`config.mk`:
```
export PLATFORM = sky130hd
export DESIGN_NAME = knight_rank_eval_flat
export DESIGN_NICKNAME = d
export VERILOG_FILES = /design/src/hw/chess_pkg.sv /design/src/hw/eval_pkg.sv /design/src/hw/rank_if.sv /design/src/hw/knight_rank_eval.sv /design/src/flat_wrapper.sv
export VERILOG_INCLUDE_DIRS = /design/src /design/src/hw
export SDC_FILE = /design/constraint.sdc
export NUM_CORES = 1
export LEC_CHECK = 0
export ABC_AREA = 1
export BUFFER_PORTS_ARGS = -buffer_cell sky130_fd_sc_hd__buf_4
export CORE_ASPECT_RATIO = 1.5
export CORE_MARGIN = 8
export CORE_UTILIZATION = 35
export DETAILED_ROUTE_END_ITERATION = 12
export GPL_TIMING_DRIVEN = 0
export SYNTH_ARGS = -nofsm -noshare
export SYNTH_HDL_FRONTEND = slang
export SYNTH_SLANG_ARGS = --single-unit
```
`constraint.sdc`:
```
create_clock -name clk -period 0.8 [get_ports clk]
set_clock_uncertainty 0.1 [all_clocks]
set_input_delay 0.04 -clock clk [delete_from_list [all_inputs] [get_ports clk]]
set_output_delay 0.04 -clock clk [all_outputs]
set_load 0.01 [all_outputs]
```
`src/hw/mob_params.svh`:
```
// Knight mobility widths and counts

`ifndef MOB_PARAMS_SVH
`define MOB_PARAMS_SVH

// Signed score width
`define EVAL_WIDTH 16

// Ranks per board, also files per rank
`define NUM_RANKS 8

// Bits per square code
`define PIECE_BITS 4

// Register stages in the score tree
`define TREE_STAGES 2

`endif

```
`src/hw/chess_pkg.sv`:
```
// Board and piece encoding

`include "mob_params.svh"

package chess_pkg;

   // Colour in bit 3, piece kind in bits 2:0
   typedef logic [`PIECE_BITS-1:0] piece_t;

   localparam int COLOR_BIT = `PIECE_BITS - 1;  // Set for black

   typedef enum logic [2:0]
   {
      PIECE_NONE   = 3'd0,
      PIECE_PAWN   = 3'd1,
      PIECE_KNIGHT = 3'd2,
      PIECE_BISHOP = 3'd3,
      PIECE_ROOK   = 3'd4,
      PIECE_QUEEN  = 3'd5,
      PIECE_KING   = 3'd6
   } kind_t;

   localparam int NUM_SQUARES = `NUM_RANKS * `NUM_RANKS;

   // Index is rank * 8 + file, a1 = 0, h8 = 63
   typedef piece_t [NUM_SQUARES-1:0] board_t;

endpackage

```
`src/hw/eval_pkg.sv`:
```
// Mobility score types and weights

`include "mob_params.svh"

package eval_pkg;

   typedef logic signed [`EVAL_WIDTH-1:0] score_t;

   localparam int KNIGHT_MOVES = 8;  // Most squares a knight reaches

   // Move count 0 to 8
   typedef logic [3:0] count_t;

   // Middle game weight per move count
   localparam score_t KNIGHT_MG [KNIGHT_MOVES+1] = '{
      -16'sd62, -16'sd53, -16'sd12, -16'sd4,
      16'sd3, 16'sd13, 16'sd22, 16'sd28,
      16'sd33
   };

   // End game weight per move count
   localparam score_t KNIGHT_EG [KNIGHT_MOVES+1] = '{
      -16'sd81, -16'sd56, -16'sd31, -16'sd16,
      16'sd5, 16'sd11, 16'sd17, 16'sd20,
      16'sd25
   };

   // Knight step offsets, rank then file
   localparam int STEP_RANK [KNIGHT_MOVES] = '{1, 2, 2, 1, -1, -2, -2, -1};
   localparam int STEP_FILE [KNIGHT_MOVES] = '{2, 1, -1, -2, -2, -1, 1, 2};

endpackage

```
`src/hw/rank_if.sv`:
```
// Rank lane interface

`timescale 1ns/1ps

interface rank_if;

   chess_pkg::board_t board;  // Latched board, same for all lanes
   logic              board_valid;

   eval_pkg::score_t  mg;
   eval_pkg::score_t  eg;
   logic              score_valid;

   modport feeder
   (
      output board,
      output board_valid
   );

   modport lane
   (
      input  board,
      input  board_valid,
      output mg,
      output eg,
      output score_valid
   );

   modport drain (input mg, input eg, input score_valid);

endinterface

```
`src/hw/knight_rank_eval.sv`:
```
// Knight mobility for one rank

`timescale 1ns/1ps

`include "mob_params.svh"

module knight_rank_eval
#(
   parameter int RANK = 0
)
(
   input  logic  clk,
   input  logic  arst_n,
   rank_if.lane  lane
);

   eval_pkg::score_t mg_next;
   eval_pkg::score_t eg_next;
   eval_pkg::score_t mg_q;
   eval_pkg::score_t eg_q;
   logic             valid_q;

   always_comb
   begin
      chess_pkg::piece_t me;
      chess_pkg::piece_t tgt;
      eval_pkg::count_t  cnt;
      int                r;
      int                c;

      mg_next = '0;
      eg_next = '0;
      for (int f = 0; f < `NUM_RANKS; f++)
      begin
         me  = lane.board[RANK * `NUM_RANKS + f];
         cnt = '0;
         for (int k = 0; k < eval_pkg::KNIGHT_MOVES; k++)
         begin
            r   = RANK + eval_pkg::STEP_RANK[k];
            c   = f + eval_pkg::STEP_FILE[k];
            tgt = '0;
            if (r >= 0 && r < `NUM_RANKS && c >= 0 && c < `NUM_RANKS)
            begin
               tgt = lane.board[r * `NUM_RANKS + c];
               // Empty or enemy square
               if (tgt[2:0] == chess_pkg::PIECE_NONE ||
                   tgt[chess_pkg::COLOR_BIT] != me[chess_pkg::COLOR_BIT])
                  cnt = cnt + 4'd1;
            end
         end

         if (me[2:0] == chess_pkg::PIECE_KNIGHT)
         begin
            if (me[chess_pkg::COLOR_BIT])  // Black counts against
            begin
               mg_next = mg_next - eval_pkg::KNIGHT_MG[cnt];
               eg_next = eg_next - eval_pkg::KNIGHT_EG[cnt];
            end
            else
            begin
               mg_next = mg_next + eval_pkg::KNIGHT_MG[cnt];
               eg_next = eg_next + eval_pkg::KNIGHT_EG[cnt];
            end
         end
      end
   end

   always_ff @(posedge clk or negedge arst_n)
   begin
      if (!arst_n)
         valid_q <= 1'b0;
      else
         valid_q <= lane.board_valid;
   end

   always_ff @(posedge clk)
   begin
      if (lane.board_valid)
      begin
         mg_q <= mg_next;
         eg_q <= eg_next;
      end
   end

   assign lane.mg          = mg_q;
   assign lane.eg          = eg_q;
   assign lane.score_valid = valid_q;

endmodule

```
`src/flat_wrapper.sv`:
```
// flat-port wrapper written by rule: the top's interface ports become plain ports
module knight_rank_eval_flat 
#(
   parameter int RANK = 0
)
  (clk, arst_n, lane_board, lane_board_valid, lane_mg, lane_eg, lane_score_valid);
  rank_if lane_i ();
  input  logic clk;
  input  logic arst_n;
  input wire logic [$bits(lane_i.board)-1:0] lane_board;
  input wire logic [$bits(lane_i.board_valid)-1:0] lane_board_valid;
  output wire logic [$bits(lane_i.mg)-1:0] lane_mg;
  output wire logic [$bits(lane_i.eg)-1:0] lane_eg;
  output wire logic [$bits(lane_i.score_valid)-1:0] lane_score_valid;
  assign lane_i.board = lane_board;
  assign lane_i.board_valid = lane_board_valid;
  assign lane_mg = lane_i.mg;
  assign lane_eg = lane_i.eg;
  assign lane_score_valid = lane_i.score_valid;
  knight_rank_eval #(.RANK(RANK)) u_core (.clk(clk), .arst_n(arst_n), .lane(lane_i));
endmodule
```
# Word-level counts from Yosys, hierarchy flattened
# Memory sizes are Yosys's and may differ from the RTL's.
# Cells that the tools add are included.
classes:
  n_addsub: 48
  n_lt_le_gt_ge: 8
  n_eq_ne: 34
  mux: 90
  bitwise_logic: 8
  reduce_logical: 42
op_table:
  columns: ["op", "count"]
  rows:
  - ["16-bit 2-to-1 mux", 64]
  - ["16-bit adder", 14]
  - ["16-bit subtractor", 14]
  - ["4-bit 2-to-1 mux", 18]
  - ["3-bit logical NOT", 16]
  - ["4-bit by 1-bit adder with 4-bit output, second input constant", 10]
  - ["5-bit greater-or-equal comparator, second input constant", 8]
  - ["4-bit inverter with 5-bit output", 8]
  - ["1-bit by 16-bit subtractor with 16-bit output, first input constant", 2]
  - ["1-bit logical OR", 26]
  - ["1-bit inequality test", 26]
  - ["3-bit by 2-bit equality test with 1-bit output, second input constant", 8]
  - ["1-bit by 1-bit adder with 2-bit output, second input constant", 8]
  - ["1-bit 2-to-1 mux", 8]
word_totals:
  ff_bits: 33
  romBits: 4096
  input_bits: 259
  out_inout_bits: 33
  wordCells: 249
  memories: 16
mem_list:
  columns: ["memory", "words", "word_bits", "rd", "rd_clocked_by_memory_dff", "write_ports", "line_no", "text"]
  rows:
  - ["(no name shown)", 16, 16, 1, 0, 0, "knight_rank_eval.sv:57", "eg_next = eg_next - eval_pkg::KNIGHT_EG[cnt];"]
  - ["(no name shown)", 16, 16, 1, 0, 0, "knight_rank_eval.sv:56", "mg_next = mg_next - eval_pkg::KNIGHT_MG[cnt];"]
  - ["(no name shown)", 16, 16, 1, 0, 0, "knight_rank_eval.sv:57", null]
  - ["(no name shown)", 16, 16, 1, 0, 0, "knight_rank_eval.sv:56", null]
  - ["(no name shown)", 16, 16, 1, 0, 0, "knight_rank_eval.sv:57", null]
  - ["(no name shown)", 16, 16, 1, 0, 0, "knight_rank_eval.sv:57", null]
  - ["10 more memories", null, null, null, null, null, null, null]

# Logic depth before layout (Yosys ltp)
depth:
  ltp_word: 33
  ltp_mapped: 86
  ltp_nobuf: 84

# Least setup slack after synthesis
# OpenSTA, ideal clock, no wires.
synth_path:
  kind: "input -> register"
  startpoint: "in lane_board[7]"
  endpoint: "reg u_core.mg_q[15], in the netlist u_core.lane.mg[15] (data pin)"
  setup_time_ns: 0.249
  arrival_ns: 10.270
  required_time_ns: 0.451
  setup_slack_ns: -9.820
  stages: 68
  path_buffers: 2
  cell_sequence: "clkbuf_1 > inv_1 > clkbuf_1 > nand2_1 > a21oi_1 > inv_1 > fa_1 > ha_1 > nor2_1 > nor2_1 > inv_1 > ha_1 > nand2_1 > nand2_1 > inv_1 > fa_1 > inv_1 > o21ai_0 > (+32 left out) > a21oi_1 > nand2_1 > nand2_1 > nand2_1 > a21oi_1 > nand2_1 > nand2_1 > nor2_1 > inv_1 > nand3_1 > nand2_1 > inv_1 > nand4_1 > nand2_1 > inv_1 > nand4_1 > nand2_1 > inv_1"
synth_between:
  elab_chain_len: 32
  word_cells_on_any_way: 43
  cone_classes: "add/sub: 16; eq/ne: 3; mux: 19; bitwise: 1; reduce/logical: 3; memory: 1"
synth_rtl:
  columns: ["element", "line_no", "text"]
  rows:
  - ["start, declared", "flat_wrapper.sv:10", "input wire logic [$bits(lane_i.board)-1:0] lane_board;"]
  - ["1-bit inequality test", "knight_rank_eval.sv:47", "tgt[chess_pkg::COLOR_BIT] != me[chess_pkg::COLOR_BIT])"]
  - ["1-bit logical OR", "knight_rank_eval.sv:46", "if (tgt[2:0] == chess_pkg::PIECE_NONE ||"]
  - ["1-bit 2-to-1 mux", "knight_rank_eval.sv:46", null]
  - ["1-bit by 1-bit adder with 2-bit output", "knight_rank_eval.sv:48", "cnt = cnt + 4'd1;"]
  - ["4-bit 2-to-1 mux", "knight_rank_eval.sv:46", null]
  - ["4-bit by 1-bit adder with 4-bit output", "knight_rank_eval.sv:48", null]
  - ["4-bit 2-to-1 mux", "knight_rank_eval.sv:46", null]
  - ["4-bit inverter with 5-bit output (not written as such)", "knight_rank_eval.sv:56, knight_rank_eval.sv:61", null]
  - ["(+17 left out)", null, null]
  - ["16-bit 2-to-1 mux (*)", "knight_rank_eval.sv:52", "if (me[2:0] == chess_pkg::PIECE_KNIGHT)"]
  - ["16-bit adder / 16-bit subtractor (equally long branches)", "knight_rank_eval.sv:61, knight_rank_eval.sv:56", null]
  - ["16-bit 2-to-1 mux", "knight_rank_eval.sv:54", "if (me[chess_pkg::COLOR_BIT])"]
  - ["16-bit 2-to-1 mux (*)", "knight_rank_eval.sv:52", null]
  - ["16-bit adder / 16-bit subtractor (equally long branches)", "knight_rank_eval.sv:61, knight_rank_eval.sv:56", null]
  - ["16-bit 2-to-1 mux", "knight_rank_eval.sv:54", null]
  - ["16-bit 2-to-1 mux (*)", "knight_rank_eval.sv:52", null]
  - ["net u_core.mg_next[15]", "knight_rank_eval.sv:17", "eval_pkg::score_t mg_next;"]
  - ["end signal, assigned", "knight_rank_eval.sv:80", "mg_q <= mg_next;"]
  - ["end, declared", "knight_rank_eval.sv:19", "eval_pkg::score_t mg_q;"]
# The timed path passes the listed nets; every way through them passes the cells marked *. The select of a mux whose other input is x is not followed.
# A chain may end at the register's enable or synchronous reset.

# Worst setup path after layout
layout_path:
  startpoint: "in lane_board[65]"
  endpoint: "reg u_core.eg_q[15], in the netlist u_core.lane.eg[15] (data pin)"
layout_between:
  elab_chain_len: 28
  word_cells_on_any_way: 35
  cone_classes: "add/sub: 14; mux: 17; bitwise: 1; reduce/logical: 2; memory: 1"
layout_rtl:
  columns: ["element", "line_no", "text"]
  rows:
  - ["3-bit logical NOT (*)", "knight_rank_eval.sv:46", null]
  - ["1-bit logical OR (*)", "knight_rank_eval.sv:46", null]
  - ["4-bit 2-to-1 mux (*)", "knight_rank_eval.sv:46", null]
  - ["4-bit inverter with 5-bit output (not written as such) (*)", "knight_rank_eval.sv:57, knight_rank_eval.sv:62", null]
  - ["memory read 16 x 16 bit (*)", null, null]
  - ["16-bit 2-to-1 mux (not written as such) (*) (2 in a row)", "knight_rank_eval.sv:57", null]
  - ["16-bit adder / 16-bit subtractor (equally long branches)", "knight_rank_eval.sv:62, knight_rank_eval.sv:57", null]
  - ["16-bit 2-to-1 mux (*)", "knight_rank_eval.sv:54", null]
  - ["(+12 left out)", null, null]
  - ["16-bit 2-to-1 mux (*)", "knight_rank_eval.sv:52", null]
  - ["16-bit adder / 16-bit subtractor (equally long branches)", "knight_rank_eval.sv:62, knight_rank_eval.sv:57", null]
  - ["16-bit 2-to-1 mux", "knight_rank_eval.sv:54", null]
  - ["16-bit 2-to-1 mux (*)", "knight_rank_eval.sv:52", null]
  - ["16-bit adder / 16-bit subtractor (equally long branches)", "knight_rank_eval.sv:62, knight_rank_eval.sv:57", null]
  - ["16-bit 2-to-1 mux", "knight_rank_eval.sv:54", null]
  - ["16-bit 2-to-1 mux (*)", "knight_rank_eval.sv:52", null]
  - ["net u_core.eg_next[15]", "knight_rank_eval.sv:18", "eval_pkg::score_t eg_next;"]
  - ["end signal, assigned", "knight_rank_eval.sv:81", "eg_q <= eg_next;"]
  - ["end, declared", "knight_rank_eval.sv:20", "eval_pkg::score_t eg_q;"]
# Marked as above.

==> impl_metrics.json <==
{
  "run_status": "complete, but fails checks",
  "failing_checks": "hold timing, setup timing",
  "ioPinCount": 292,
  "power_leakage_nw": 10.6,
  "cp_data_arrival_time_ns": 9.89,
  "setup_ws_ns": -9.17,
  "cts-buffers-inserted": 5,
  "dr_total_vias": 16800,
  "max_slew_margin": 0.174,
  "fraction_of_layout_instances_using_a_drive_strength_above_1": 0.335,
  "achievable-frequency_mhz": 100,
  "tritoncts_clock_tree": "done",
  "timing.critical_path.from": "lane_board[65]",
  "num_antenna_cells": 0,
  "synth.yosys.seq_area_share": 0.0650,
  "timing.final.crit_share": 12.5,
  "syn_avg_cell_area_sq_um": 6.24,
  "post_synthesis_share_of_cell_area_spent_on_full_adders_half_adders_and_majority_gates": 0.240,
  "cts_clock_pin_slew_for_the_worst_setup_and_hold_paths_ns": 0.05,
  "placed_cells": 3133,
  "endpoint_required_time_on_the_critical_path_ns": 0.71,
  "synth.area.mux_share": 0.000660,
  "asyncSetResetFlopFracSynth": 0.0303,
  "setup_repair_after_global_routing_missed_its_margin": "true",
  "yosys_warnings": 0,
  "critical_path_class": "in -> reg",
  "grt_pass1_wl_mm": 75.0,
  "drc": 0,
  "cts_max_path_buffers": 2,
  "worstSetupEndpointType": "flop",
  "die_width_microns": 186,
  "drv_cap": 0,
  "io_buffer_count": 129,
  "ctsRootBufferMaster": "sky130_fd_sc_hd__clkbuf_16",
  "fp.coreArea_sq_um": 42800,
  "area_share_of_xor_xnor_cells_in_the_synthesized_design": 0.115,
  "yosys_most_used_dff": "sky130_fd_sc_hd__edfxtp_1",
  "hold_viol_final": 1,
  "fin_cells": 3321,
  "dpl.hpwl_mm": 39.2,
  "syn-num-nets": 2970,
  "final_setup_violation_count": 65,
  "fillCellCount": 4224,
  "synth-seq-cells": 33,
  "maxSlewViolCount": 0,
  "routedWlPerCell_microns": 14.6,
  "initial_antenna_violation_count": 0,
  "synth_simple_gate_area_frac": 0.290,
  "worst_voltage_drop_across_the_vdd_grid_mv": 1.24,
  "routed_wirelength_mm": 48.5,
  "globalRoute.totalOverflow": 0,
  "die_area_sq_um": 50400,
  "antenna_violating_nets_post_route": 0,
  "worstHoldPathType": "in -> async",
  "final_nets": 3291,
  "powerDensity_nw_per_um2": 3070,
  "cts_htree_levels": 2,
  "cells_after_synth": 2430,
  "synth_cell_types": 65,
  "synth_enable_flop_cells": 32,
  "tightest_slew_ns": 1.24,
  "firstDrtPassIters": 5,
  "worst_path_largest_cell_delay_ns": 0.59,
  "avgViaCountPerCell": 5.06,
  "startpoint_type": "input port",
  "drt_iter0_drc": 508,
  "final_period_minus_worst_setup_slack_ns": 9.97,
  "area.growth.synth_to_final_pct": 40.6,
  "rd_place_congestion": 0.867,
  "crit_path_end": "u_core.lane.eg[15]$_DFFE_PP_",
  "mappedNetlistArea_sq_um": 15200,
  "cts.sink_count": 33,
  "chipHeight_microns": 271,
  "power_total_w": 0.0653,
  "grt_start_max_net_pins": 34,
  "std_cell_rows": 93,
  "final_hold_slack_ns": -0.00562,
  "critical_path.slowest_cell": "sky130_fd_sc_hd__fa_2",
  "synth_compound_gate_area_share": 0.181,
  "main_combinational_cell_family_by_area_after_synthesis": "simple AND/OR/NAND/NOR gates",
  "pre_cts_slack_ns": -10.59,
  "path_max_fanout": 4,
  "initial_core_util": 0.354,
  "grt_util_all_layers": 0.179,
  "vias_in_the_first_global_route": 16600
}
[kinds of logic (layout without fill, tap and decap cells)]
family,after synthesis,count (layout)
AND/OR/NAND/NOR,1008,1008
AO/OA/AOI/OAI,488,488
buffers and inverters,423,744
adder cells (fa/ha/maj),281,281
XOR/XNOR,196,196
flip-flops,33,33
multiplexers,1,1
[routing by layer]
layer	up-vias	share of wire	track usage
li1	8583	-	-
met1	7789	0.35	0.167
met2	319	0.58	0.381
met3	121	0.024	0.00550
met4	0	0.048	0.0827
met5	-	0	0
[critical path: cells and delay by family]
family	cells	cell delay, ns
adder cells (fa/ha/maj)	10	4.42
AO/OA/AOI/OAI	14	2.06
AND/OR/NAND/NOR	18	1.92
buffers and inverters	10	0.99
XOR/XNOR	3	0.44
[timing repair]
item / in CTS / in global routing
setup endpoints to repair: 65 / 65
endpoints found under the hold margin: 1 / 0
gates resized for setup: 251 / 305
hold buffers: 1 / 0
setup buffers: 122 / 66
pin swaps: 192 / 198
[stage by stage]
stage | setup TNS (ns) | area (sq um) | utilization
after floorplan | -230.33 | 15700 | -
after global placement | -267.73 | 17400 | 0.406
after detailed placement | -271.62 | 17500 | 0.408
after CTS | -245.20 | 19400 | 0.454
after global routing | -256.98 | 21300 | 0.498
final | -242.60 | 21300 | 0.498
[how the worst min path moves through the flow]
| stage | to | cells after the start |
|---|---|---|
| 2_1_floorplan | u_core.lane.score_valid$_DFF_PN0_ | 0 |
| 3_3_place_gp | u_core.lane.score_valid$_DFF_PN0_ | 1 |
| 3_5_place_dp | u_core.lane.score_valid$_DFF_PN0_ | 1 |
| 4_1_cts | u_core.lane.score_valid$_DFF_PN0_ | 2 |
| 5_1_grt | u_core.lane.score_valid$_DFF_PN0_ | 2 |
| 6_report | u_core.lane.score_valid$_DFF_PN0_ | 2 |
[where the power goes]
group,internal (W),switching (W)
Sequential,0.00268,0.000174
Combinational,0.0275,0.0333
Clock,0.00112,0.000606
Total,0.0313,0.0340
[registers in the layout, summed over array words and instances (netlist names)]
signal	flops
u_core.lane.eg	16
u_core.lane.score_valid	1
u_core.lane.mg	16
[placed cells by master (no fill, tap or decap), types with 9 or more instances in the layout]
| cell type | synthesis | routed |
|---|---|---|
| sky130_fd_sc_hd__nand2_1 | 583 | 538 |
| sky130_fd_sc_hd__nand3_1 | 122 | 111 |
| sky130_fd_sc_hd__nand3_2 | 13 | 23 |
| sky130_fd_sc_hd__a21oi_1 | 178 | 94 |
| sky130_fd_sc_hd__clkbuf_1 | 30 | 28 |
| sky130_fd_sc_hd__a211oi_2 | 0 | 9 |
| sky130_fd_sc_hd__buf_4 | 3 | 271 |
| sky130_fd_sc_hd__inv_1 | 359 | 313 |
| sky130_fd_sc_hd__buf_6 | 1 | 42 |
| sky130_fd_sc_hd__a21oi_4 | 0 | 15 |
| sky130_fd_sc_hd__xor2_1 | 138 | 119 |
| sky130_fd_sc_hd__nand2_2 | 19 | 60 |
| sky130_fd_sc_hd__ha_1 | 264 | 194 |
| sky130_fd_sc_hd__nand2_4 | 9 | 13 |
| sky130_fd_sc_hd__ha_4 | 0 | 66 |
| sky130_fd_sc_hd__nor2_1 | 164 | 134 |
| sky130_fd_sc_hd__inv_2 | 11 | 49 |
| sky130_fd_sc_hd__o21bai_1 | 31 | 9 |
| sky130_fd_sc_hd__nor3_1 | 22 | 17 |
| sky130_fd_sc_hd__edfxtp_1 | 32 | 32 |
| sky130_fd_sc_hd__a31oi_1 | 17 | 10 |
| sky130_fd_sc_hd__o21ai_4 | 0 | 10 |
| sky130_fd_sc_hd__or2_2 | 28 | 21 |
| sky130_fd_sc_hd__xnor2_2 | 1 | 11 |
| sky130_fd_sc_hd__o31ai_1 | 19 | 9 |
| sky130_fd_sc_hd__buf_2 | 11 | 11 |
| sky130_fd_sc_hd__a21oi_2 | 3 | 72 |
| sky130_fd_sc_hd__nor2_2 | 3 | 29 |
| sky130_fd_sc_hd__o21bai_2 | 0 | 16 |
| sky130_fd_sc_hd__fa_2 | 0 | 10 |
| sky130_fd_sc_hd__o21ai_2 | 7 | 83 |
| sky130_fd_sc_hd__o21ai_0 | 181 | 53 |
| sky130_fd_sc_hd__o21ai_1 | 12 | 54 |
| sky130_fd_sc_hd__xor2_2 | 0 | 17 |
| sky130_fd_sc_hd__nand4_1 | 13 | 13 |
| sky130_fd_sc_hd__xnor2_1 | 56 | 46 |
[cells in the mapped netlist (all sizes together) (17+ instances only)]
cell type | n | area, sq um
a21oi | 181 | 917
xor2 | 139 | 1240
edfxtp | 32 | 961
nand2 | 612 | 2430
buf | 19 | 104
xnor2 | 57 | 507
a31oi | 18 | 119
nor2 | 168 | 646
o31ai | 20 | 155
fa | 17 | 340
o21ai | 200 | 1030
nor3 | 24 | 136
or2 | 31 | 194
o21bai | 31 | 233
clkbuf | 31 | 120
nand3 | 135 | 741
ha | 264 | 3300
inv | 371 | 1400
[final cells by class]
class / instances / area [sq um] / area share
multi-input combinational: 1974 / 15200 / 0.714
timing repair buffer: 314 / 2550 / 0.120
inverter: 373 / 1440 / 0.0673
sequential: 33 / 986 / 0.0463
tap: 570 / 713 / 0.0335
buffer: 50 / 284 / 0.0133
clock buffer: 6 / 129 / 0.00605
clock inverter: 1 / 3.75 / 0.000176
Power figures use the tool's default switching activity.
